**config.mk**
```make
export PLATFORM = sky130hd
export DESIGN_NAME = clMulCore_flat
export DESIGN_NICKNAME = d
export VERILOG_FILES = /design/src/gfMulPkg.sv /design/src/clMulIf.sv /design/src/clMulCore.sv /design/src/flat_wrapper.sv
export VERILOG_INCLUDE_DIRS = /design/src
export SDC_FILE = /design/constraint.sdc
export NUM_CORES = 2
export LEC_CHECK = 0
export BUFFER_PORTS_ARGS = -buffer_cell sky130_fd_sc_hd__buf_2
export CAP_MARGIN = 25
export CORE_MARGIN = 2
export CORE_UTILIZATION = 45
export CTS_CLUSTER_SIZE = 12
export DETAILED_ROUTE_END_ITERATION = 7
export SLEW_MARGIN = 20
export SYNTH_ARGS = -nofsm -noshare
export SYNTH_HDL_FRONTEND = slang
export SYNTH_SLANG_ARGS = --single-unit
```
**constraint.sdc**
```tcl
create_clock -name clk -period 14.6 [get_ports clk]
set_input_delay 0.73 -clock clk [delete_from_list [all_inputs] [get_ports clk]]
set_output_delay 0.73 -clock clk [all_outputs]
set_load 0.05 [all_outputs]
```
**src/gfMul_cfg.svh**
```systemverilog
`ifndef GFMUL_CFG_SVH
`define GFMUL_CFG_SVH

////////////////////////////////////////////////////////////
// bus geometry
////////////////////////////////////////////////////////////

`define GFMUL_WB_DW 32   // wishbone data width
`define GFMUL_ADR_W 6    // word address width

////////////////////////////////////////////////////////////
// multiplier geometry
////////////////////////////////////////////////////////////

`define GFMUL_OP_W  256  // full operand width
`define GFMUL_DIGIT 8    // operand bits per core cycle

`endif

```
**src/gfMulPkg.sv**
```systemverilog
`include "gfMul_cfg.svh"

package gfMulPkg;

    localparam int HALF_W = `GFMUL_OP_W / 2;          // karatsuba split point
    localparam int NUM_DIGITS = HALF_W / `GFMUL_DIGIT; // core cycles per half product

    typedef logic [`GFMUL_WB_DW-1:0] wbDataT;
    typedef logic [`GFMUL_ADR_W-1:0] wbAdrT;
    typedef logic [`GFMUL_OP_W-1:0] operandT;
    typedef logic [HALF_W-1:0] halfT;
    typedef logic [2*HALF_W-1:0] halfProdT;         // top bit never set
    typedef logic [2*`GFMUL_OP_W-1:0] productT;     // top bit never set

    typedef enum logic [2:0] {
        SEQ_IDLE,
        SEQ_LOW,      // a0*b0 running
        SEQ_HIGH,     // a1*b1 running
        SEQ_MID,      // folded halves running
        SEQ_COMBINE
    } seqStateT;

    typedef enum logic {
        CORE_IDLE,
        CORE_RUN
    } coreStateT;

endpackage

```
**src/clMulIf.sv**
```systemverilog
`timescale 1ns/1ps

interface clMulIf (
    input logic clk
);
    import gfMulPkg::*;

    logic start;     // one-cycle request
    halfT opA;
    halfT opB;
    logic done;      // one-cycle completion
    halfProdT prod;  // held until next start

    modport seq (
        input  clk,
        output start, opA, opB,
        input  done, prod
    );

    modport core (
        input  clk,
        input  start, opA, opB,
        output done, prod
    );

endinterface

```
**src/clMulCore.sv**
```systemverilog
`timescale 1ns/1ps
`include "gfMul_cfg.svh"

module clMulCore (
    input logic clk,
    input logic rst,
    clMulIf.core bus
);
    import gfMulPkg::*;

    localparam int CNT_W = $clog2(NUM_DIGITS);

    coreStateT state;
    logic [CNT_W-1:0] digitCnt;
    halfProdT aShift;   // multiplicand aligned to current digit
    halfT bShift;       // current digit sits in low bits
    halfProdT acc;
    halfProdT firstPart;
    halfProdT nextPart;

    // one digit worth of shift-and-xor
    function automatic halfProdT digitMul(input halfProdT a,
                                          input logic [`GFMUL_DIGIT-1:0] d);
        halfProdT r;
        r = '0;
        for (int j = 0; j < `GFMUL_DIGIT; j++) begin
            if (d[j]) begin
                r = r ^ (a << j);
            end
        end
        return r;
    endfunction

    assign firstPart = digitMul(halfProdT'(bus.opA), bus.opB[`GFMUL_DIGIT-1:0]);
    assign nextPart = digitMul(aShift, bShift[`GFMUL_DIGIT-1:0]);

    always_ff @(posedge clk) begin
        if (rst) begin
            state <= CORE_IDLE;
            digitCnt <= '0;
            bus.done <= 1'b0;
        end else begin
            bus.done <= 1'b0;
            case (state)
                CORE_IDLE: begin
                    if (bus.start) begin
                        state <= CORE_RUN;
                        digitCnt <= CNT_W'(1);  // digit 0 done at load
                    end
                end
                CORE_RUN: begin
                    digitCnt <= digitCnt + 1'b1;
                    if (digitCnt == CNT_W'(NUM_DIGITS - 1)) begin
                        state <= CORE_IDLE;
                        bus.done <= 1'b1;       // acc holds final product next cycle
                    end
                end
                default: state <= CORE_IDLE;
            endcase
        end
    end

    // accumulator is the cleared sum plus the first digit
    always_ff @(posedge clk) begin
        if (state == CORE_IDLE && bus.start) begin
            acc <= firstPart;
            aShift <= halfProdT'(bus.opA) << `GFMUL_DIGIT;
            bShift <= bus.opB >> `GFMUL_DIGIT;
        end else if (state == CORE_RUN) begin
            acc <= acc ^ nextPart;
            aShift <= aShift << `GFMUL_DIGIT;
            bShift <= bShift >> `GFMUL_DIGIT;
        end
    end

    assign bus.prod = acc;  // stable until next start

endmodule

```
**src/flat_wrapper.sv**
```systemverilog
// flat-port wrapper written by rule: the top's interface ports become plain ports
module clMulCore_flat import gfMulPkg::*;
  (clk, rst, bus_start, bus_opA, bus_opB, bus_done, bus_prod);
  clMulIf bus_i (.clk(clk));
  input logic clk;
  input logic rst;
  input wire logic [$bits(bus_i.start)-1:0] bus_start;
  input wire logic [$bits(bus_i.opA)-1:0] bus_opA;
  input wire logic [$bits(bus_i.opB)-1:0] bus_opB;
  output wire logic [$bits(bus_i.done)-1:0] bus_done;
  output wire logic [$bits(bus_i.prod)-1:0] bus_prod;
  assign bus_i.start = bus_start;
  assign bus_i.opA = bus_opA;
  assign bus_i.opB = bus_opB;
  assign bus_done = bus_i.done;
  assign bus_prod = bus_i.prod;
  clMulCore u_core (.clk(clk), .rst(rst), .bus(bus_i));
endmodule
```
# Word-level counts from Yosys, hierarchy flattened
# Cells that the tools add are included.
# totals
reg_bits,630
output_inout_bits,257
elab_cells,57
input_bits,259
# classes
n_bitwise,16
muxes,28
n_addsub,1
eq_ne,2
n_reduce_logical,3
# op_table
operator,count
$mux 256,17
$xor 256x256->256,8
$mux 136,2
$xor 256x129->256,1
$xor 256x130->256,1
$xor 256x131->256,1
$xor 256x132->256,1
$xor 256x133->256,1
$xor 256x134->256,1
$xor 256x135->256,1
$mux 120,2
$mux 128,1
$pmux 4 s2,1
$add 4x1->4 const B,1
$eq 4x4->1 const B,1
$mux 4,1
$mux 1,3
$ne 2x2->1 const B,1
$pmux 1 s2,1
$reduce_bool 2->1,1
$reduce_or 2->1,1
$logic_and 1x1->1,1
$not 1->1,1

# Longest topological paths before layout
# logic_depth
word_depth,18
ltp_mapped,9
ltp_nobuf,5

# Worst setup path before layout
# OpenSTA, ideal clock, no wires.
# synth_timing
path_type,in2reg
start,input port bus_start
end,register u_core.state
slack_ns,6.724
path_stages,4
path_buffers,2
arrival_time_ns,7.780
required_time_ns,14.504
setup_ns,0.096
cell_sequence,buf_2 -> clkbuf_1 -> or2_2 -> and3b_1
# synth_between
elab_chain_len,2
# synth_lines
element,line,text
"start, declared",flat_wrapper.sv:7,input wire logic [$bits(bus_i.start)-1:0] bus_start;
$mux 1,clMulCore.sv:46,if (bus.start) begin
$pmux 1 s2,clMulCore.sv:44,case (state)
"end signal, assigned",clMulCore.sv:47,state <= CORE_RUN;
"end signal, assigned",clMulCore.sv:54,state <= CORE_IDLE;
"end signal, assigned",clMulCore.sv:58,default: state <= CORE_IDLE;
"end, declared",clMulCore.sv:13,coreStateT state;
# Every way passes these cells.
# A chain may end at the register's enable or synchronous reset.

# Worst setup path after layout
# layout_timing
start,register u_core.state
end,"register u_core.acc[0] (netlist: u_core.bus.prod[0]), data pin"
# layout_between
elab_chain_len,3
# layout_lines
element,line,text
"start signal, assigned",clMulCore.sv:39,state <= CORE_IDLE;
"start signal, assigned",clMulCore.sv:47,
"start signal, assigned",clMulCore.sv:54,
$not 1->1 (no line),n/a,
$logic_and 1x1->1,clMulCore.sv:65,if (state == CORE_IDLE && bus.start) begin
$mux 256,clMulCore.sv:65,
"end signal, assigned",clMulCore.sv:66,acc <= firstPart;
"end signal, assigned",clMulCore.sv:70,acc <= acc ^ nextPart;
"end, declared",clMulCore.sv:17,halfProdT acc;
# Every way passes these cells.

==> impl_metrics.toml <==
[outcome]
outcome = "complete, no violations"

[worst_setup_path]
crit_fanout = 83
cp.arrival_ps = 4830
setup.worst_path.end_class = "flip-flop"
rr_worst_depth = 6
slowest_delay_ps = 870
path_common_cell = "buf_4"
r2r_slack_ps = 10330
critical-path-top-delay-family = "buffers and inverters"
crit_slowest_cell = "buf_4"
worst-path-buf-inv = 4
worst-setup-path-type = "reg2reg"
reg2reg_to = "u_core.bus.prod[0]$_DFFE_PP_"
cp_data_required_time_ps = 15160
path_cells = "nand2b_4 -> inv_8 -> buf_16 -> buf_4 -> buf_4 -> and3_1"
r2r-start = "u_core.state$_SDFF_PP0_"
start_kind = "flip-flop"

[cts]
path_clk_slew_ps = 60
cts_root_buf = "clkbuf_16"
clock_path_buffers = 3
cts-buffers-inserted = 82
cts_hold_buf = 0
cts_resized = 0
cts_tree = "done"
worstSkewPairLatency_ps = 710
cts_setup_buffers = 0
clkSinkCount = 630
h-tree-depth = 3

[logic_synthesis]
syn-cell-area_sq_um = 64800
synth-simple-area-share_pct = 24.2
ys_warn_count = 0
ys_top_cells_by_area = "xnor2_1 25%, edfxtp_1 23%, nand2_1 22%, xnor3_1 8.4%, xor2_1 6.8%"
syn_nets = 8651
synth_edf_count = 504
yosysSeqAreaShare_pct = 27.2
syn_inst = 8391
synth_top_family_by_area = "XOR/XNOR gates"
synthXorXnorAreaFrac_pct = 40.3
ys.flop_type = "edfxtp_1"
synth.area.mux_share_pct = 1.85
synth-adder-area-share_pct = 0.0193
async_reset_ff_share_pct = 0
synth_cell_types = 26
yosys.area.top_type_share_pct = 25.2
yosys.area.top_type = "xnor2_1"
syn_area_per_cell_sq_um = 7.73
synth_seq_cells = 630
synth_compound_area_share_pct = 1.02

[global_route]
grt_max_degree = 180
gr-total-overflow = 0
grt_pass1_wl_um = 305000
antenna_found_initial = 36
grt_usage_pct = 26.1
grt_pass1_vias = 51721

[routing]
detail_route.iter0.violations = 4345
num_vias = 52690
route.detailed.drc = 0
routed_wl_um = 196000
wl_per_cell_um = 19.2
drtAntennaViolNets = 0
dr.pass1.iters = 6
routed_via_density = 5.16

[cells_and_area]
nets = 8474
areaGrowthSynthToFinish_pct = 7.44
utilization_pct = 48.6
drive_gt1_share_pct = 8.39
final_cells = 10203
design_area_sq_um = 69700

[place]
dp_hpwl_um = 120000
port_buffers = 515
dp_cells = 10030
place_congestion = 0.806
place_ws_ps = 9700
placed_area_sq_um = 66800

[sta]
holdWs_ps = 292
slew_headroom_pct = 23.7
rsz0062_at_grt = "no"
worst_slack_ps = 10330
tns_ps = 0
skew_ps = 27.1
setup-violations-final = 0
max_freq_mhz = 234
hold_viol = 0
drv_slew = 0
finalCritPeriodShare_pct = 29.2
max_slew.worst_pin.slew_ps = 1140
min_period_ps = 4270

[floorplanning]
core-area_sq_um = 143000
start_util_pct = 45.2
fp.dieH_um = 384
fp-row-count = 139
fp.dieW_um = 384
dieArea_sq_um = 147000
io_pins = 516

[worst_hold_path]
hp-start = "bus_opB[58]"
holdPathEnd = "u_core.bShift[50]$_DFFE_PP_"
hold_depth = 3
hold_path_class = "in2reg"

[pwr]
leakagePower_nw = 28.7
power_frac_comb_pct = 50.2
internal_power_mw = 5.92
seqPwrFrac_pct = 29.2
switchingPower_mw = 4.18
swShare_pct = 41.3
powerDensity_nw_per_um2 = 145
peakVddDrop_uv = 95.8
total_power_mw = 10.1
clock_power_share_pct = 20.6

[run]
maxCapViolCount = 0
sequential cells by signal, summed over array words and instances, names as in the netlist:
register / flops
u_core.state: 1
u_core.aShift: 248
u_core.bShift: 120
u_core.bus.prod: 256
u_core.bus.done: 1
u_core.digitCnt: 4
cells in the mapped netlist (all sizes together) (4+ instances only):
library cell / number
o21ai: 126
and2: 16
dfxtp: 126
xor2: 501
xnor2: 1862
mux2i: 120
nand2b: 121
nor2: 133
buf: 441
xnor3: 242
edfxtp: 504
a21oi: 4
clkbuf: 383
nand2: 3799
layer usage:
metal / up-vias / wire, um / GRT usage, %
met4: 38 / 5410 / 9.23
li1: 25164 / - / -
met5: - / 232 / 0
met1: 25475 / 83600 / 34.6
met2: 1708 / 91400 / 42.3
met3: 305 / 15600 / 5.16
worst min-delay path, cell delays in order:
cell,delay [ps]
buf_2,70
nand2_1,40
nand2_1,40
area by class of cell:
class                           count  area (sq um)
Sequential cell                   630         17700
Antenna cell                       18          45.0
Clock buffer                      107          2290
Timing Repair Buffer              563          3150
Fill cell                       14032         73600
Tap cell                         1903          2380
Inverter                            1          11.3
Multi-Input combinational cell   6936         43700
Clock inverter                     45           412
power by group through the flow:
stage	sequential [mW]	combinational (mW)	clock [mW]
after floorplan	3.62	3.34	0
after global placement	2.97	4.99	0
after detailed placement	2.98	5.07	0
after CTS	2.94	5.09	2.13
after global routing	2.98	5.44	2.19
final	2.95	5.07	2.08
how the worst max path moves through the flow:
| stage | start | endpoint | depth (start not counted) |
|---|---|---|---|
| 2_1_floorplan | bus_start | u_core.state$_SDFF_PP0_ | 4 |
| 3_3_place_gp | bus_start | u_core.bus.prod[10]$_DFFE_PP_ | 6 |
| 3_5_place_dp | bus_start | u_core.bus.prod[10]$_DFFE_PP_ | 6 |
| 4_1_cts | u_core.state$_SDFF_PP0_ | u_core.bus.prod[0]$_DFFE_PP_ | 5 |
| 5_1_grt | u_core.state$_SDFF_PP0_ | u_core.aShift[72]$_DFFE_PP_ | 7 |
| 6_report | u_core.state$_SDFF_PP0_ | u_core.bus.prod[0]$_DFFE_PP_ | 6 |
layout by cell type, fill, tap and decap left out, drive strengths merged:
master	instances
nand2	3799
xnor2	1862
buf	563
edfxtp	504
xor2	501
xnor3	242
nor2	133
o21ai	126
dfxtp	126
nand2b	121
mux2i	120
clkbuf	107
clkinv	32
diode	18
and2	16
inv	8
a21oi	4
bufinv	4
nor3b	3
nand3	2
clkinvlp	2
or2	1
and3	1
nor3	1
a211oi	1
nand4	1
and3b	1
ha	1
cell families after synthesis:
| family | after synthesis |
|---|---|
| simple gates | 4079 |
| buf+inv | 825 |
| flops | 630 |
| compound gates | 131 |
| fa+ha+maj | 1 |
| mux | 120 |
| xor+xnor | 2605 |
No activity file was read; power rests on OpenSTA's default activity.
