File: src/gfMul_cfg.svh
`ifndef GFMUL_CFG_SVH
`define GFMUL_CFG_SVH

////////////////////////////////////////////////////////////
// bus geometry
////////////////////////////////////////////////////////////

`define GFMUL_WB_DW 32   // wishbone data width
`define GFMUL_ADR_W 6    // word address width

////////////////////////////////////////////////////////////
// multiplier geometry
////////////////////////////////////////////////////////////

`define GFMUL_OP_W  256  // full operand width
`define GFMUL_DIGIT 8    // operand bits per core cycle

`endif

File: src/gfMulPkg.sv
`include "gfMul_cfg.svh"

package gfMulPkg;

    localparam int HALF_W = `GFMUL_OP_W / 2;          // karatsuba split point
    localparam int NUM_DIGITS = HALF_W / `GFMUL_DIGIT; // core cycles per half product

    typedef logic [`GFMUL_WB_DW-1:0] wbDataT;
    typedef logic [`GFMUL_ADR_W-1:0] wbAdrT;
    typedef logic [`GFMUL_OP_W-1:0] operandT;
    typedef logic [HALF_W-1:0] halfT;
    typedef logic [2*HALF_W-1:0] halfProdT;         // top bit never set
    typedef logic [2*`GFMUL_OP_W-1:0] productT;     // top bit never set

    typedef enum logic [2:0] {
        SEQ_IDLE,
        SEQ_LOW,      // a0*b0 running
        SEQ_HIGH,     // a1*b1 running
        SEQ_MID,      // folded halves running
        SEQ_COMBINE
    } seqStateT;

    typedef enum logic {
        CORE_IDLE,
        CORE_RUN
    } coreStateT;

endpackage

File: src/wbRegBank.sv
`timescale 1ns/1ps
`include "gfMul_cfg.svh"

module wbRegBank (
    input  logic clk,
    input  logic rst,
    input  logic wbCyc,
    input  logic wbStb,
    input  logic wbWe,
    input  gfMulPkg::wbAdrT wbAdr,
    input  gfMulPkg::wbDataT wbDatW,
    input  logic busy,
    input  logic finish,
    input  gfMulPkg::productT result,
    output gfMulPkg::wbDataT wbDatR,
    output logic wbAck,
    output logic go,
    output gfMulPkg::operandT opA,
    output gfMulPkg::operandT opB,
    output logic irq
);
    import gfMulPkg::*;

    localparam wbAdrT ADR_CTRL = wbAdrT'('h10);
    localparam wbAdrT ADR_STAT = wbAdrT'('h11);

    logic req;
    logic newReq;     // request not yet acked
    logic wrStrobe;   // write data taken here
    logic startReq;
    logic isA;
    logic isB;
    logic isCtrl;
    logic isStat;
    logic isRes;
    logic doneFlag;
    productT resultReg;

    ////////////////////////////////////////////////////////////
    // decode
    ////////////////////////////////////////////////////////////

    assign req = wbCyc & wbStb;
    assign newReq = req & ~wbAck;
    assign wrStrobe = wbAck & wbWe;

    assign isA = (wbAdr[5:3] == 3'b000);    // 0x00..0x07
    assign isB = (wbAdr[5:3] == 3'b001);    // 0x08..0x0f
    assign isCtrl = (wbAdr == ADR_CTRL);
    assign isStat = (wbAdr == ADR_STAT);
    assign isRes = (wbAdr[5:4] == 2'b10);   // 0x20..0x2f

    // start only honoured when idle
    assign startReq = newReq & wbWe & isCtrl & wbDatW[0] & ~busy;

    ////////////////////////////////////////////////////////////
    // handshake, start and completion
    ////////////////////////////////////////////////////////////

    always_ff @(posedge clk) begin
        if (rst) begin
            wbAck <= 1'b0;
            go <= 1'b0;
            irq <= 1'b0;
            doneFlag <= 1'b0;
        end else begin
            wbAck <= newReq;    // single cycle, never back to back
            go <= startReq;     // lines up with the ack
            irq <= finish;
            if (finish) begin
                doneFlag <= 1'b1;
            end else if (startReq) begin
                doneFlag <= 1'b0;
            end
        end
    end

    ////////////////////////////////////////////////////////////
    // operand and result storage
    ////////////////////////////////////////////////////////////

    always_ff @(posedge clk) begin
        if (rst) begin
            opA <= '0;
            opB <= '0;
            resultReg <= '0;
        end else begin
            if (wrStrobe && !busy && isA) begin
                opA[wbAdr[2:0]*`GFMUL_WB_DW +: `GFMUL_WB_DW] <= wbDatW;
            end
            if (wrStrobe && !busy && isB) begin
                opB[wbAdr[2:0]*`GFMUL_WB_DW +: `GFMUL_WB_DW] <= wbDatW;
            end
            if (finish) begin
                resultReg <= result;
            end
        end
    end

    // read data only driven in the ack cycle
    always_comb begin
        wbDatR = '0;
        if (wbAck && !wbWe) begin
            if (isA) begin
                wbDatR = opA[wbAdr[2:0]*`GFMUL_WB_DW +: `GFMUL_WB_DW];
            end else if (isB) begin
                wbDatR = opB[wbAdr[2:0]*`GFMUL_WB_DW +: `GFMUL_WB_DW];
            end else if (isStat) begin
                wbDatR = wbDataT'({doneFlag, busy});
            end else if (isRes) begin
                wbDatR = resultReg[wbAdr[3:0]*`GFMUL_WB_DW +: `GFMUL_WB_DW];
            end
        end
    end

endmodule
File: config.mk
export PLATFORM = sky130hd
export DESIGN_NAME = wbRegBank
export DESIGN_NICKNAME = d
export VERILOG_FILES = /design/src/gfMulPkg.sv /design/src/wbRegBank.sv
export VERILOG_INCLUDE_DIRS = /design/src
export SDC_FILE = /design/constraint.sdc
export NUM_CORES = 2
export LEC_CHECK = 0
export ABC_CLOCK_PERIOD_IN_PS = 3200
export BUFFER_PORTS_ARGS = -buffer_cell sky130_fd_sc_hd__buf_2
export CORE_AREA = 4 4 424 426
export DETAILED_ROUTE_END_ITERATION = 8
export DIE_AREA = 0 0 428 430
export PLACE_DENSITY_LB_ADDON = 0.3
export REMOVE_ABC_BUFFERS = 1
export SETUP_SLACK_MARGIN = 0.02
export SLEW_MARGIN = 20
export SYNTH_ARGS = -nofsm -noshare
export SYNTH_HDL_FRONTEND = slang
export SYNTH_SLANG_ARGS = --single-unit
export TNS_END_PERCENT = 20
File: constraint.sdc
create_clock -name clk -period 3.2 [get_ports clk]
set_input_delay 0.32 -clock clk [delete_from_list [all_inputs] [get_ports clk]]
set_output_delay 0.32 -clock clk [all_outputs]
set_load 0.01 [all_outputs]
# [Word-level counts from Yosys, hierarchy flattened]
# Cells that the tools add are included.
[totals] out_inout_bits=547 input_bits=557 reg_bits=1028 word_cells=43
[classes] n_mux=9 reduce_logical=8 n_addsub=1 bitwise_logic=9 n_eq_ne=4 n_shift=5
[ops] operator="256-bit bitwise mux" count=2
[ops] operator="256-bit by 9-bit indexed part select with 32-bit output" count=2
[ops] operator="512-bit by 10-bit indexed part select with 32-bit output" count=1
[ops] operator="32-bit by 34-bit variable shift with 256-bit output, first input constant" count=1
[ops] operator="32-bit by 34-bit indexed part select with 256-bit output" count=1
[ops] operator="32-bit 2-to-1 mux" count=5
[ops] operator="8-bit negation with 34-bit output" count=1
[ops] operator="6-bit by 5-bit == test with 1-bit output, second input constant" count=2
[ops] operator="1-bit bitwise AND" count=7
[ops] operator="1-bit logical AND" count=4
[ops] operator="3-bit by 1-bit == test with 1-bit output, second input constant" count=1
[ops] operator="3-bit zero test" count=1
[ops] operator="2-bit == test, second input constant" count=1
[ops] operator="1-bit zero test" count=2
[ops] operator="1-bit 2-to-1 mux" count=2
[ops] operator="1-bit inverter" count=2
[ops] operator="2-bit nonzero test" count=1

# [Depth between registers and ports, before layout]
[depth] depth_word=8 depth_mapped=15 depth_no_buf=8

# [Worst setup path after synthesis]
# Ideal clock, no wire load.
[synth_path] path_type="input port to flip-flop" startpoint="input wbAdr[0]" endpoint="register opB[130]" slack_ns=0.256 cell_stages=14 n_path_buf=6 setup_ns=0.070 required_ns=3.130 t_arrival_ns=2.873 path_cell_list="buf_6 buf_6 buf_4 buf_4 inv_1 ha_1 ha_1 buf_2 o21ai_1 or4_4 nor2_4 buf_6 nand3_1 a21oi_1"
[synth_via] elab_chain_len=3 elab_cells_between_ends=4
[synth_lines] element="from (decl)" line_no="wbRegBank.sv:10" source="input gfMulPkg::wbAdrT wbAdr,"
[synth_lines] element="8-bit negation with 34-bit output *" line_no="wbRegBank.sv:92" source="opB[wbAdr[2:0]*`GFMUL_WB_DW +: `GFMUL_WB_DW] <= wbDatW;"
[synth_lines] element="32-bit by 34-bit indexed part select with 256-bit output / 32-bit by 34-bit variable shift with 256-bit output (equally long branches)" line_no="wbRegBank.sv:92"
[synth_lines] element="256-bit bitwise mux *" line_no="wbRegBank.sv:92"
[synth_lines] element="to (signal, indexed assignment)" line_no="wbRegBank.sv:92"
[synth_lines] element="to (decl)" line_no="wbRegBank.sv:19" source="output gfMulPkg::operandT opB,"
# Mark *: on every way between the ends. The rest lies on a longest branch, timed or not.
# A chain may end at the register's enable or synchronous reset.

# [Final worst setup path]
[layout_path] startpoint="register opA[190]" endpoint="output wbDatR[30]"
[layout_via] elab_chain_len=3
[layout_lines] element="from (decl)" line_no="wbRegBank.sv:18" source="output gfMulPkg::operandT opA,"
[layout_lines] element="from (signal, indexed assignment)" line_no="wbRegBank.sv:89" source="opA[wbAdr[2:0]*`GFMUL_WB_DW +: `GFMUL_WB_DW] <= wbDatW;"
[layout_lines] element="256-bit by 9-bit indexed part select with 32-bit output" line_no="wbRegBank.sv:105" source="wbDatR = opA[wbAdr[2:0]*`GFMUL_WB_DW +: `GFMUL_WB_DW];"
[layout_lines] element="32-bit 2-to-1 mux" line_no="wbRegBank.sv:104" source="if (isA) begin"
[layout_lines] element="32-bit 2-to-1 mux" line_no="wbRegBank.sv:103" source="if (wbAck && !wbWe) begin"
[layout_lines] element="to (decl)" line_no="wbRegBank.sv:15" source="output gfMulPkg::wbDataT wbDatR,"
# Every way passes these cells.

==> key figures <==
Run status
  – Status: finished, final reports clean

Logic synthesis
  – Synth Instances: 4572
  – Synth Flop Type: dfxtp_1
  – Seq/Total Area, Yosys: 45.9%
  – Post-Synth Adder-Cell Area: 0.0837%
  – Main combinational cell family by area after synthesis: multiplexers
  – Multiplexer area fraction after synthesis: 27.2%
  – Average size of a mapped cell: 9.81 µm²
  – XOR/XNOR Fraction of Synth Area: 0%
  – Synthesis-stage register bit count: 1028
  – Asr flop ratio synth: 0%
  – Unique masters post-synth: 54
  – Compound-cell area share of the yosys netlist: 7.08%
  – Number of synthesized flops with an enable pin: 0
  – Synth Area in Simple Gates: 15.0%
  – Mapped cell area: 44800 µm²
  – Ys Warns: 0

STA
  – Fin Clk Skew: 0.0157 ns
  – Worst slew pin tran: 0.885 ns
  – Max-Slew Margin vs Limit: 41.0%
  – F_max: 320 MHz
  – Fin crit share: 97.5%
  – Hold slack: 0.0998 ns
  – Final worst path period need: 3.12 ns
  – RSZ-0062 raised after global routing: false
  – Post-Route Setup TNS: 0 ns
  – Final-report setup violation count: 0
  – Final Hold Viols: 0
  – Final worst slack: 0.0792 ns
  – Pins Over Slew Limit: 0

Global routing
  – First-pass GRT wire length: 339 mm
  – Antenna violations before repair: 39
  – Largest net degree at the start of global routing: 128
  – Vias in the first global route: 43000
  – GRT overflow: 0
  – Total GRT Usage: 25.5%

Die
  – Rows: 154
  – I/O Pins: 1104
  – Initial Utilization: 25.5%
  – Die height: 430 µm
  – Die area: 184000 µm²
  – Core area: 176000 µm²
  – Die span in x: 428 µm

Place
  – Place WS: -0.157 ns
  – Hpwl dp: 175 mm
  – Port bufs: 1103
  – Final Wtd Congestion: 0.966
  – Placed insts: 7769

Critical path
  – Register-to-register setup slack: 0.70 ns
  – CP Capture Type: output pin
  – Startpoint types: flip-flop
  – CP endpoint: wbDatR[30]
  – Arrival time at the worst endpoint: 2.80 ns
  – Worst Path Max Fanout: 3
  – R2R cell count: 7
  – CP Launch Point: opA[190]$_SDFFE_PP0P_
  – Critical R2R Launch: wbAck$_SDFF_PP0_
  – Critical path data required time: 2.88 ns
  – Setup CP Type: reg2out
  – Reg2Reg Capture Point: opA[165]$_SDFFE_PP0P_

Layout
  – Layout Nets: 6667
  – Storage cell area: 20600 µm²
  – Multi-input gate area: 22300 µm²
  – Layout cells sized above 1: 29.2%
  – Non-filler cells in the finished layout: 8570
  – Post-layout util: 36.2%
  – Fillers: 17800
  – Area grow syn2layout: 41.7%

Detailed routing
  – Vias/cell: 5.14
  – First drt pass iteration count: 8
  – Drt drc: 0
  – Post-route antenna net violation count: 0
  – Initial drt markers: 4348
  – Wire per inst: 28.5 µm
  – Routed via count: 44000
  – WL final: 244 mm

Clocking
  – CTS tree: done
  – Num CTS Buffers: 118
  – CTS root buf: clkbuf_16
  – Clock-pin transition on the worst setup and hold timing paths: 0.06 ns
  – Postcts setup bufs: 0
  – H-tree Lvls: 3
  – CTS sink cnt: 1028
  – CTS Buffer Depth: 3
  – Clk_lat worst skew: 0.77 ns

Flow run
  – Max-cap violation count: 0

Min path
  – HP Class: in2reg

Power and ir drop
  – Power per cell area: 489 nW/µm²
  – Maximum VDD drop: 0.499 mV
  – Static Leak: 0.0275 µW
-- where the power goes --
group	switching (µW)	internal [µW]	leakage [µW]	total, µW
Combinational	1790	1700	0.0171	3490
Sequential	266	13200	0.00838	13500
Clock	5880	8270	0.00198	14200
Total	7940	23200	0.0275	31100
-- cells in the final DEF, fill, tap and decap left out, types with 32 or more instances in the layout --
master	Yosys	layout
a21oi_1	454	454
a22oi_1	58	58
and3_1	32	32
buf_12	0	78
buf_2	128	1097
buf_4	21	105
clkbuf_16	0	119
dfxtp_1	1028	1028
dlygate4sd3_1	0	558
mux2i_1	587	587
mux4_2	280	280
nand2_1	508	502
nand3_1	186	186
nor2_1	780	777
nor3_1	71	69
-- Yosys cell counts (all sizes together), types with 2 or more instances --
master   instances  area (µm²)
nor2           782        2950
a21oi          454        2270
inv             26        97.6
mux2             3        33.8
o21ai           31         155
and3            32         200
nor4             5        31.3
a21o            29         218
or3b             3        26.3
o2bb2ai          2        17.5
clkinv           7        26.3
or4              2        18.8
and2             5        31.3
a22o             2        17.5
dfxtp         1028       20600
o22ai            2        12.5
nand2          510        1920
buf            194        1100
nand4            4        31.3
mux4           280        6310
nand3          190         971
nor2b            4        25.0
or3              2        12.5
mux2i          587        5880
clkbuf         234         880
ha               3        37.5
a22oi           58         435
nand2b           5        31.3
nor3            76         405
-- per-layer routing --
layer / track usage [%] / wire (µm) / part of all wire [%]
met5: 0 / 137 / 0.056
met4: 14.7 / 16400 / 6.7
met3: 6.48 / 22100 / 9.1
met2: 40.5 / 112000 / 46
met1: 31.3 / 93600 / 38
-- area by class of cell --
cell class              count  area share, %
multi-input cells        3083           35.2
flip-flops and latches   1028           32.4
repair buffers           1843           21.2
clock buffers             172           5.42
well taps                2340           4.61
clock inverters            47          0.912
inverters                  33          0.195
diodes                     24         0.0945
-- sequential cells by signal, summed over array words and instances, names as in the netlist --
| register | flops |
|---|---|
| go | 1 |
| irq | 1 |
| doneFlag | 1 |
| opA | 256 |
| wbAck | 1 |
| opB | 256 |
| resultReg | 512 |
-- worst min path at each step --
stage	startpoint	to	slack (ns)	depth (start not counted)
final	finish	resultReg[498]$_SDFFE_PP0P_	0.1	3
after floorplan	rst	opA[128]$_SDFFE_PP0P_	0.39	1
after global placement	opA[147]$_SDFFE_PP0P_	opA[147]$_SDFFE_PP0P_	0.45	2
after CTS	wbAdr[4]	go$_SDFF_PP0_	0.03	4
after detailed placement	opA[159]$_SDFFE_PP0P_	opA[159]$_SDFFE_PP0P_	0.46	2
after global routing	finish	resultReg[306]$_SDFFE_PP0P_	0.06	3
-- worst max-delay path, cell delays in order, from the launching register on --
cell and delay (ns):
dfxtp_1 0.38, mux4_2 0.47, nand2_1 0.13, a21boi_0 0.12, a31oi_2 0.36, buf_4 0.23
o22ai_1 0.13, buf_2 0.20
-- through the flow --
stage / power [µW] / instance area, µm²
floorplan: 14700 / 42900
global placement: 16600 / 53800
detailed placement: 16600 / 53800
CTS: 31400 / 63500
global route: 32200 / 63500
finish: 31100 / 63500
-- kinds of logic (layout without fill, tap and decap cells) --
logic type               after synthesis  count (layout)
flip-flops                          1028            1028
multiplexers                         870             870
AND/OR/NAND/NOR                     1626            1626
buffers and inverters                461            2095
adder cells (fa/ha/maj)                3               3
other                                  0              24
AO/OA/AOI/OAI                        584             584
-- timing repair --
item / CTS / global route
gates resized for setup: 7 / 1
pin swaps: 0 / 0
hold endpoints to repair: 777 / 0
endpoints found under the setup margin: 4 / 1
hold buffers: 558 / 0
No activity file was read; power rests on OpenSTA's default activity.
