**config.mk**
```make
export PLATFORM = sky130hd
export DESIGN_NAME = karatsubaSeq_flat
export DESIGN_NICKNAME = d
export VERILOG_FILES = /design/src/gfMulPkg.sv /design/src/clMulIf.sv /design/src/karatsubaSeq.sv /design/src/flat_wrapper.sv
export VERILOG_INCLUDE_DIRS = /design/src
export SDC_FILE = /design/constraint.sdc
export NUM_CORES = 1
export LEC_CHECK = 0
export ABC_AREA = 1
export BUFFER_PORTS_ARGS = -buffer_cell sky130_fd_sc_hd__buf_2
export CORE_AREA = 2 2 602 604
export CTS_CLUSTER_DIAMETER = 60
export DETAILED_ROUTE_END_ITERATION = 6
export DIE_AREA = 0 0 604 606
export SETUP_SLACK_MARGIN = 0.1
export SYNTH_ARGS = -nofsm -noshare
export SYNTH_HDL_FRONTEND = slang
export SYNTH_SLANG_ARGS = --single-unit
```
**constraint.sdc**
```tcl
create_clock -name clk -period 51.7 [get_ports clk]
set_clock_uncertainty 0.2 [all_clocks]
set_input_delay 0 -clock clk [delete_from_list [all_inputs] [get_ports clk]]
set_output_delay 0 -clock clk [all_outputs]
set_load 0.005 [all_outputs]
```
**src/gfMul_cfg.svh**
```systemverilog
`ifndef GFMUL_CFG_SVH
`define GFMUL_CFG_SVH

////////////////////////////////////////////////////////////
// bus geometry
////////////////////////////////////////////////////////////

`define GFMUL_WB_DW 32   // wishbone data width
`define GFMUL_ADR_W 6    // word address width

////////////////////////////////////////////////////////////
// multiplier geometry
////////////////////////////////////////////////////////////

`define GFMUL_OP_W  256  // full operand width
`define GFMUL_DIGIT 8    // operand bits per core cycle

`endif

```
**src/gfMulPkg.sv**
```systemverilog
`include "gfMul_cfg.svh"

package gfMulPkg;

    localparam int HALF_W = `GFMUL_OP_W / 2;          // karatsuba split point
    localparam int NUM_DIGITS = HALF_W / `GFMUL_DIGIT; // core cycles per half product

    typedef logic [`GFMUL_WB_DW-1:0] wbDataT;
    typedef logic [`GFMUL_ADR_W-1:0] wbAdrT;
    typedef logic [`GFMUL_OP_W-1:0] operandT;
    typedef logic [HALF_W-1:0] halfT;
    typedef logic [2*HALF_W-1:0] halfProdT;         // top bit never set
    typedef logic [2*`GFMUL_OP_W-1:0] productT;     // top bit never set

    typedef enum logic [2:0] {
        SEQ_IDLE,
        SEQ_LOW,      // a0*b0 running
        SEQ_HIGH,     // a1*b1 running
        SEQ_MID,      // folded halves running
        SEQ_COMBINE
    } seqStateT;

    typedef enum logic {
        CORE_IDLE,
        CORE_RUN
    } coreStateT;

endpackage

```
**src/clMulIf.sv**
```systemverilog
`timescale 1ns/1ps

interface clMulIf (
    input logic clk
);
    import gfMulPkg::*;

    logic start;     // one-cycle request
    halfT opA;
    halfT opB;
    logic done;      // one-cycle completion
    halfProdT prod;  // held until next start

    modport seq (
        input  clk,
        output start, opA, opB,
        input  done, prod
    );

    modport core (
        input  clk,
        input  start, opA, opB,
        output done, prod
    );

endinterface

```
**src/karatsubaSeq.sv**
```systemverilog
`timescale 1ns/1ps

module karatsubaSeq (
    input  logic clk,
    input  logic rst,
    input  logic go,
    input  gfMulPkg::operandT opA,
    input  gfMulPkg::operandT opB,
    output logic busy,
    output logic finish,
    output gfMulPkg::productT result,
    clMulIf.seq mul
);
    import gfMulPkg::*;

    seqStateT state;
    halfT a0;
    halfT a1;
    halfT b0;
    halfT b1;
    halfProdT lowProd;   // a0*b0
    halfProdT highProd;  // a1*b1
    halfProdT midTerm;

    assign a0 = opA[HALF_W-1:0];
    assign a1 = opA[2*HALF_W-1:HALF_W];
    assign b0 = opB[HALF_W-1:0];
    assign b1 = opB[2*HALF_W-1:HALF_W];

    // core output is still the folded product while combining
    assign midTerm = mul.prod ^ lowProd ^ highProd;

    assign busy = (state != SEQ_IDLE);

    ////////////////////////////////////////////////////////////
    // control
    ////////////////////////////////////////////////////////////

    always_ff @(posedge clk) begin
        if (rst) begin
            state <= SEQ_IDLE;
            mul.start <= 1'b0;
            finish <= 1'b0;
        end else begin
            mul.start <= 1'b0;
            finish <= 1'b0;
            case (state)
                SEQ_IDLE: begin
                    if (go) begin
                        mul.start <= 1'b1;
                        state <= SEQ_LOW;
                    end
                end
                SEQ_LOW: begin
                    if (mul.done) begin
                        mul.start <= 1'b1;
                        state <= SEQ_HIGH;
                    end
                end
                SEQ_HIGH: begin
                    if (mul.done) begin
                        mul.start <= 1'b1;
                        state <= SEQ_MID;
                    end
                end
                SEQ_MID: begin
                    if (mul.done) begin
                        state <= SEQ_COMBINE;
                    end
                end
                SEQ_COMBINE: begin
                    finish <= 1'b1;  // result valid with this pulse
                    state <= SEQ_IDLE;
                end
                default: state <= SEQ_IDLE;
            endcase
        end
    end

    ////////////////////////////////////////////////////////////
    // operands and partial products
    ////////////////////////////////////////////////////////////

    always_ff @(posedge clk) begin
        if (state == SEQ_IDLE && go) begin
            mul.opA <= a0;
            mul.opB <= b0;
        end else if (state == SEQ_LOW && mul.done) begin
            lowProd <= mul.prod;
            mul.opA <= a1;
            mul.opB <= b1;
        end else if (state == SEQ_HIGH && mul.done) begin
            highProd <= mul.prod;
            mul.opA <= a0 ^ a1;  // folded halves
            mul.opB <= b0 ^ b1;
        end
        if (state == SEQ_COMBINE) begin
            result <= productT'(lowProd)
                    ^ (productT'(highProd) << (2 * HALF_W))
                    ^ (productT'(midTerm) << HALF_W);
        end
    end

endmodule

```
**src/flat_wrapper.sv**
```systemverilog
// flat-port wrapper written by rule: the top's interface ports become plain ports
module karatsubaSeq_flat import gfMulPkg::*;
  (clk, rst, go, opA, opB, busy, finish, result, mul_start, mul_opA, mul_opB, mul_done, mul_prod);
  clMulIf mul_i (.clk(clk));
  input  logic clk;
  input  logic rst;
  input  logic go;
  input  gfMulPkg::operandT opA;
  input  gfMulPkg::operandT opB;
  output logic busy;
  output logic finish;
  output gfMulPkg::productT result;
  output wire logic [$bits(mul_i.start)-1:0] mul_start;
  output wire logic [$bits(mul_i.opA)-1:0] mul_opA;
  output wire logic [$bits(mul_i.opB)-1:0] mul_opB;
  input wire logic [$bits(mul_i.done)-1:0] mul_done;
  input wire logic [$bits(mul_i.prod)-1:0] mul_prod;
  assign mul_start = mul_i.start;
  assign mul_opA = mul_i.opA;
  assign mul_opB = mul_i.opB;
  assign mul_i.done = mul_done;
  assign mul_i.prod = mul_prod;
  karatsubaSeq u_core (.clk(clk), .rst(rst), .go(go), .opA(opA), .opB(opB), .busy(busy), .finish(finish), .result(result), .mul(mul_i));
endmodule
```
# After elaboration in Yosys (flattened, before gate mapping)
# Cells that the tools add are included.
dict set report classes {
  n_addsub 0
  mul 0
  div_mod_pow 0
  order_cmp 0
  n_eq_ne 8
  shifts 0
  muxes 15
  n_bitwise 8
  reduce_logical 10
}
# operator count
set ops {}
lappend ops {{$mux 128} 6}
lappend ops {{$xor 256x256->256} 2}
lappend ops {{$xor 256x512->512} 1}
lappend ops {{$xor 512x384->512} 1}
lappend ops {{$xor 128x128->128} 2}
lappend ops {{$mux 3} 4}
lappend ops {{$pmux 3 s4} 1}
lappend ops {{$ne 2x2->1 const B} 4}
lappend ops {{$eq 3x2->1 const B} 2}
lappend ops {{$reduce_bool 3->1} 2}
lappend ops {{$reduce_and 4->1} 1}
lappend ops {{$eq 3x1->1 const B} 1}
lappend ops {{$eq 3x3->1 const B} 1}
lappend ops {{$logic_and 1x1->1} 3}
lappend ops {{$logic_not 3->1} 1}
lappend ops {{$mux 1} 3}
lappend ops {{$reduce_and 3->1} 1}
lappend ops {{$not 1->1} 2}
lappend ops {{$pmux 1 s2} 1}
lappend ops {{$reduce_and 2->1} 1}
lappend ops {{$reduce_or 2->1} 1}
dict set report word_totals {
  ff_bits 1285
  latch_bits 0
  mem_bits_rw 0
  rom_bits 0
  in_bits 772
  output_inout_bits 771
  elab_cells 49
  n_memories 0
}

# Depth between registers and ports, before layout
# Gate-level depths: netlist of run 1.
dict set report logic_depth {
  depth_word 5
  mapped_depth 7
  mapped_depth_nobuf 7
}

# Worst setup path after synthesis of run 1
# Ideal clock, no wire load.
dict set report synth_path {
  path_type {reg-to-reg}
  from {reg u_core.state[1]}
  to {reg u_core.result[0] (enable)}
  setup_ns 2.015
  arrival_ns 34.959
  setup_slack_ns 14.526
  path_stages_with_launch 2
  path_buffers 0
  synth_period_minus_slack_ns 37.174
  path_cell_list {dfxtp_1 nor3_1}
}
dict set report synth_via {
  elab_chain_cells 1
}
# item line
set synth_lines {}
lappend synth_lines {{from (decl)} karatsubaSeq.sv:16} ;# seqStateT state;
lappend synth_lines {{from (signal assigned)} karatsubaSeq.sv:41} ;# state <= SEQ_IDLE;
lappend synth_lines {{from (signal assigned)} karatsubaSeq.sv:51} ;# state <= SEQ_LOW;
lappend synth_lines {{from (signal assigned)} karatsubaSeq.sv:57} ;# state <= SEQ_HIGH;
lappend synth_lines {{$eq 3x3->1} karatsubaSeq.sv:97} ;# if (state == SEQ_COMBINE) begin
lappend synth_lines {{to (signal assigned)} karatsubaSeq.sv:98} ;# result <= productT'(lowProd)
lappend synth_lines {{to (decl)} karatsubaSeq.sv:11} ;# output gfMulPkg::productT result,
# Every way passes these cells.
# A chain may end at the register's enable or synchronous reset.

# Final worst setup path of run 1
dict set report layout_path {
  from {reg u_core.state[2]}
  to {reg u_core.result[176] (enable)}
}
# Same word-level chain as after synthesis.

==> results by group, run 1 <==
Pwr
  • Power density cells: 34.8 nW/µm²
  • VDD IR-drop max: 0.0273 mV
  • Total power: 2.92 mW
  • Pleak: 31.6 nW

Worst setup path
  • Worst R2R Path Depth: 7
  • Startpoint type of the worst setup path: flip-flop
  • R2r endpoint: u_core.result[176]$_DFFE_PP_
  • Worst Setup End Kind: flip-flop
  • WP data required: 51.91 ns
  • WP data arrival: 5.55 ns
  • Critical R2R Launch: u_core.state[2]$_SDFFE_PP0P_
  • Setup Crit Path Kind: reg2reg
  • Crit path max fanout: 121
  • Worst R2R Setup Slack: 46.35 ns

Synthesis
  • Top post-synthesis cells by count: 1,280 x edfxtp_1, 519 x nand2_1, 512 x xnor2_1, 512 x xor2_1, 48 x buf_2
  • Post-synth EDFFs: 1,280
  • Register bit total from synthesis: 1,285
  • Largest area contributor in the netlist: edfxtp_1
  • Synth top area cells: edfxtp_1 77%, xnor2_1 9.0%, xor2_1 9.0%
  • Mapped Nets: 3,683
  • Cells after Synth: 2,911
  • Async S/R FF share, synth: 0%
  • Ys Warns: 0
  • Mean Syn Cell Area: 17.1 µm²
  • Cell with the most instances after synthesis: edfxtp_1
  • Distinct cells, synth: 18
  • Share of the synthesized area in the top cell type: 77.1%
  • Part of the Yosys area used for sequential elements: 77.3%
  • Ys flop type: edfxtp_1
  • Synthesized area: 49,900 µm²

Route
  • WL/cell: 23.5 µm
  • Total number of vias: 37,979
  • Vias per Instance: 3.43
  • 1st-pass router iterations: 5
  • Post-route DRC: 0
  • Antenna-violating nets left: 0
  • Starting DRT DRC Count: 2,887
  • Total Wirelength: 260,000 µm

Run
  • Max Cap Violations: 0

Placed design
  • Post-DP HPWL: 197,000 µm
  • Placed Area: 63,600 µm²
  • Worst slack at placement: 46.39 ns
  • GPL Wtd Cong: 0.935
  • Port bufs: 1,542

Clock network
  • Inserted Clock Buffers: 155
  • Post-CTS setup buffers: 0
  • Clk pin slew, worst setup/hold paths: 0.06 ns
  • H-tree depth: 4
  • TritonCTS clock tree: built
  • CTS max path bufs: 4
  • Clock Sinks: 1,285
  • Root Buffer: clkbuf_16
  • Post_cts resized: 0
  • Worst-Skew Late Latency: 0.83 ns

Timing
  • RSZ-0062 raised after global routing: no
  • Measured slew at the worst slew-check pin: 1.14 ns
  • Fmax: 0.187 GHz
  • # setup viols final: 0
  • Crit path time final: 5.35 ns
  • Final Hold Vio Count: 0
  • Slew Viols, Final: 0
  • Tcrit/Tclk final: 10.3%
  • Normalized max-slew margin: 23.9%
  • Final WS setup: 46.35 ns
  • Setup TNS Final: 0 ns

Hold path
  • WHS Path Cells: 4
  • Hold Crit Class: in2reg
  • Worst hold path startpoint: mul_prod[194]
  • Hold path endpoint: u_core.result[322]$_DFFE_PP_

Finish
  • Area Growth Syn to Fin: 68.1%
  • Ratio of cells with drive above 1 in the final layout: 29.1%
  • Core Util, Final: 23.3%
  • Final Cell Area: 83,800 µm²
  • Layout Nets: 6,851

Floorplanning
  • IO Pins: 1,543
  • Die area: 366,000 µm²
  • Core area: 360,000 µm²
  • Die Y: 606 µm
  • Die X-Extent: 604 µm
  • Row count: 221
  • Initial Util: 13.8%

Global routing
  • Initial antenna violation count: 157
  • Total GRT Usage: 13.6%
  • Pin count of the biggest net entering global routing: 126
  • GRT overflow: 0
  • Vias in the first global route: 39,219
  • First-pass GRT wire length: 337,000 µm

Outcome
  • Status: finished clean
==> what timing repair did <==
item                                    in CTS  in global routing
endpoints found under the setup margin       0                  0
hold buffers                              1502                  0
endpoints found under the hold margin     1177                  0
==> flip-flops by register name, indices dropped and copies added, names as in the netlist <==
name	cells
u_core.mul.opB	128
u_core.mul.start	1
u_core.lowProd	256
u_core.result	512
u_core.state	3
u_core.highProd	256
u_core.finish	1
u_core.mul.opA	128
==> stage by stage <==
| step | hold WS, ns | instances |
|---|---|---|
| 3_3_place_gp | -0.00104 | 9214 |
| 3_5_place_dp | 0.00683 | 9214 |
| 4_1_cts | 0.000646 | 10996 |
| 5_1_grt | 0.0461 | 11031 |
| 2_1_floorplan | -0.128 | 2911 |
| 6_report | 0.0724 | 11059 |
==> routing by layer <==
layer | vias to the layer above | wire (µm) | GRT usage [%]
li1 | 16592 | - | -
met1 | 18788 | 82000 | 12.7
met2 | 1910 | 140000 | 26.2
met3 | 663 | 20000 | 3.98
met4 | 26 | 17800 | 7.53
met5 | - | 170 | 0
==> worst max-delay path: stages, from the launching register on <==
cell and delay, ns:
dfxtp_1 0.46, inv_1 0.13, nor3_2 0.16, buf_4 0.68, buf_12 0.54, buf_4 0.74
buf_4 0.80, buf_4 0.84
==> layout by cell type (no fill, tap or decap), types with 24 or more instances in the layout <==
cell type,instances
clkinv_2,24
clkbuf_16,157
nand2_1,518
xnor2_1,512
clkinv_1,31
buf_2,1542
edfxtp_1,1280
diode_2,63
xor2_1,512
dlygate4sd3_1,1502
==> final cells by class <==
cell class	count	area (µm²)
Clock inverter	104	1070
Sequential cell	1285	38500
Inverter	10	52.6
Tap cell	4794	6000
Clock buffer	176	4000
Fill cell	37619	276000
Antenna cell	63	158
Timing Repair Buffer	3067	23000
Multi-Input combinational cell	1560	11000
==> where the power goes <==
part	switching [mW]	internal [mW]
registers	0.0477	1.27
clock network	0.468	0.634
logic	0.252	0.248
==> worst max-delay path by stage <==
| stage | start | endpoint | slack [ns] | depth (start not counted) |
|---|---|---|---|---|
| 4_1_cts | u_core.state[2]$_SDFFE_PP0P_ | u_core.result[114]$_DFFE_PP_ | 46.34 | 7 |
| 3_5_place_dp | u_core.state[2]$_SDFFE_PP0P_ | u_core.result[176]$_DFFE_PP_ | 46.39 | 7 |
| 3_3_place_gp | u_core.state[2]$_SDFFE_PP0P_ | u_core.result[370]$_DFFE_PP_ | 46.54 | 7 |
| 6_report | u_core.state[2]$_SDFFE_PP0P_ | u_core.result[176]$_DFFE_PP_ | 46.35 | 7 |
| 5_1_grt | u_core.state[2]$_SDFFE_PP0P_ | u_core.result[114]$_DFFE_PP_ | 46.03 | 7 |
| 2_1_floorplan | u_core.state[1]$_SDFFE_PP0P_ | u_core.result[0]$_DFFE_PP_ | 14.53 | 1 |
==> kinds of logic after synthesis <==
| logic type | Yosys count | synth area share (%) |
|---|---|---|
| XOR/XNOR | 1024 | 18.0 |
| buffers and inverters | 66 | 0.632 |
| flip-flops | 1285 | 77.3 |
| AND/OR/NAND/NOR | 536 | 4.09 |
(Power assumes the default switching activity.)
==> run 2, diff against run 1 <==
- clock period: 51.7 -> 4.3 ns (I/O delays scaled with it)
==> run 2 against run 1 <==
  * Non-clock buffer count up 80
  * Critical path depth stayed put
  * Clock power rose to 12 times the previous value
  * Hold slack worse by 0.040 ns
  * First-iteration DRC count rose by 2.5%
  * Combinational power grew to 13 times the previous value
  * Die area stayed put
  * Utilization is 0.29 points higher
  * Register-to-register slack worse by 45 ns
  * Sequential share of layout area down 0.56 points
  * Cell count increased by 1.0%
  * Sequential power increased to 12 times the previous value
==> results by group, run 2 (same netlist as run 1, synthesis figures left out) <==
Outcome
  • Status: finished clean

Timing
  • RSZ-0062 raised after global routing: no
  • WHS: 0.0323 ns (-0.0400 ns)
  • Crit path time final: 3.27 ns (-2.08 ns)
  • Final Hold Vio Count: 0 (unchanged)
  • Tcrit/Tclk final: 76.0% (+66 points)
  • Slew Viols, Final: 0 (unchanged)
  • Measured slew at the worst slew-check pin: 0.879 ns (-0.263 ns)
  • Normalized max-slew margin: 41.4% (+18 points)
  • # setup viols final: 0 (unchanged)
  • Fmax: 0.306 GHz (+64%)
  • Final WS setup: 1.03 ns (-45.32 ns)
  • Setup TNS Final: 0 ns (unchanged)

Finish
  • Layout Nets: 6,937 (+1.3%)
  • Most frequent cells in the layout: 1,548 x dlygate4sd3_1, 1,542 x buf_2, 1,280 x edfxtp_1
  • Core Util, Final: 23.6% (+0.29 points)
  • Most common cell after layout, fill and taps aside: dlygate4sd3_1
  • Max reg flops: 512 (unchanged)
  • Area Growth Syn to Fin: 70.2%
  • Regs by FF count: u_core.result x512, u_core.highProd x256, u_core.lowProd x256
  • Ratio of cells with drive above 1 in the final layout: 29.3% (+0.22 points)
  • Top reg by flops: u_core.result

Floorplanning
  • Row count: 221 (unchanged)
  • Die X-Extent: 604 µm (unchanged)
  • Initial Util: 13.8% (unchanged)
  • Die area: 366,000 µm² (unchanged)
  • Die Y: 606 µm (unchanged)
  • Core area: 360,000 µm² (unchanged)
  • IO Pins: 1,543 (unchanged)

Route
  • 1st-pass router iterations: 6 (+1)
  • Starting DRT DRC Count: 2,960 (+2.5%)
  • Vias per Instance: 3.44 (about the same)
  • Total number of vias: 38,384 (+1.1%)
  • Post-route DRC: 0 (unchanged)
  • Antenna-violating nets left: 0 (unchanged)
  • WL/cell: 23.4 µm (-0.77%)
  • Total Wirelength: 261,000 µm (+0.26%)

Global routing
  • Vias in the first global route: 39,525 (+0.78%)
  • Initial antenna violation count: 155 (-1.3%)
  • Total GRT Usage: 13.6% (+0.030 points)
  • First-pass GRT wire length: 339,000 µm (+0.46%)
  • Pin count of the biggest net entering global routing: 158 (+25%)
  • GRT overflow: 0 (unchanged)

Clock network
  • Clk pin slew, worst setup/hold paths: 0.06 ns (about the same)
  • Post_cts resized: 0 (unchanged)
  • Root Buffer: clkbuf_16
  • Post-CTS setup buffers: 0 (unchanged)
  • Hold-fix buffers, CTS: 1,546 (+2.9%)
  • H-tree depth: 4 (unchanged)
  • Clock Sinks: 1,285 (unchanged)
  • Inserted Clock Buffers: 161 (+3.9%)
  • TritonCTS clock tree: built
  • CTS max path bufs: 4 (unchanged)
  • Worst-Skew Late Latency: 0.82 ns (about the same)

Worst setup path
  • Slowest CP cell: dlygate4sd3_1
  • Startpoint type of the worst setup path: flip-flop
  • Setup Crit Path Kind: reg2reg
  • Worst path depth: 7 (unchanged)
  • Cell breakdown of the critical path: inv_2 > nor3_2 > nand2_4 > buf_12 > nand2_1 > xor2_1 > dlygate4sd3_1
  • Worst path max stage delay: 0.60 ns (-0.24 ns)
  • Critical Path Start: u_core.state[0]$_SDFFE_PP0P_
  • WP data arrival: 3.63 ns (-1.92 ns)
  • WP data required: 4.67 ns (-47.24 ns)
  • Crit path max fanout: 157 (+30%)
  • CP delay by family, top: buffers and inverters
  • Worst R2R Path Depth: 7 (unchanged)
  • Worst Setup End Kind: flip-flop
  • Critical R2R Launch: u_core.state[0]$_SDFFE_PP0P_
  • Buf/Inv on CP: 3 (-3)

Placed design
  • Post-DP HPWL: 199,000 µm (+0.87%)
  • Worst slack at placement: 1.29 ns (-45.10 ns)
  • GPL Wtd Cong: 0.970 (+3.7%)
  • Port bufs: 1,542 (unchanged)

Pwr
  • Power density cells: 418 nW/µm² (+1100%)
  • VDD IR-drop max: 0.377 mV (+1300%)
  • Total power: 35.4 mW (+1100%)
  • Pleak: 32.0 nW (+1.4%)

Hold path
  • Worst hold path startpoint: mul_prod[87]
  • WHS Path Cells: 2 (-2)
  • Hold Crit Class: in2reg

Run
  • Max Cap Violations: 0 (unchanged)
==> run 2: cell types whose count changed in the layout (fill, tap and decap cells not counted), sizes merged <==
cell	delta
inv	+9
buf	+34
clkinv	-6
clkinvlp	-5
diode	+26
dlygate4sd3	+46
clkbuf	+17
bufinv	-6
==> run 2: cell type report <==
class	count	area, µm²
fill	37407	275000
sequential	1285	38500
timing repair buffer	3147	23800
multi-input combinational	1560	11000
tap	4794	6000
clock buffer	193	4230
clock inverter	96	917
antenna	89	223
inverter	10	52.6
==> run 2: final timing paths <==
check	endpoint	slack [ns]
min reg2reg	u_core.result[39]$_DFFE_PP_	0.26
max	u_core.mul.opA[117]$_DFFE_PP_	1.03
min	u_core.highProd[87]$_DFFE_PP_	0.03
max reg2reg	u_core.mul.opA[117]$_DFFE_PP_	1.03
==> run 2: metrics by stage <==
step           instance area (µm²)  std cells
2_1_floorplan                49900       2911
3_3_place_gp                 64000       9248
3_5_place_dp                 64000       9248
4_1_cts                      84600      11083
5_1_grt                      84700      11125
6_report                     84900      11174
==> run 2: routing by layer <==
metal | vias up | global-route usage, % | part of all wire, %
li1 | 16828 | - | -
met1 | 18893 | 13.5 | 33
met2 | 1958 | 24.9 | 51
met3 | 681 | 3.91 | 8.0
met4 | 24 | 8.79 | 8.5
met5 | - | 0 | 0.062
==> run 2: worst register-to-register path, delay by kind of cell, from the launching register on <==
family	cells	cell delay, ns
DFF	1	0.38
and+or+nand+nor	3	0.91
buffers and inverters	3	1.34
xor gates and xnor gates	1	0.22
==> run 2: power by group <==
part           internal (mW)  switching (mW)  leakage (nW)
logic                   3.13            3.13          17.7
clock network           7.63            5.72          2.52
registers               15.2           0.589          11.8
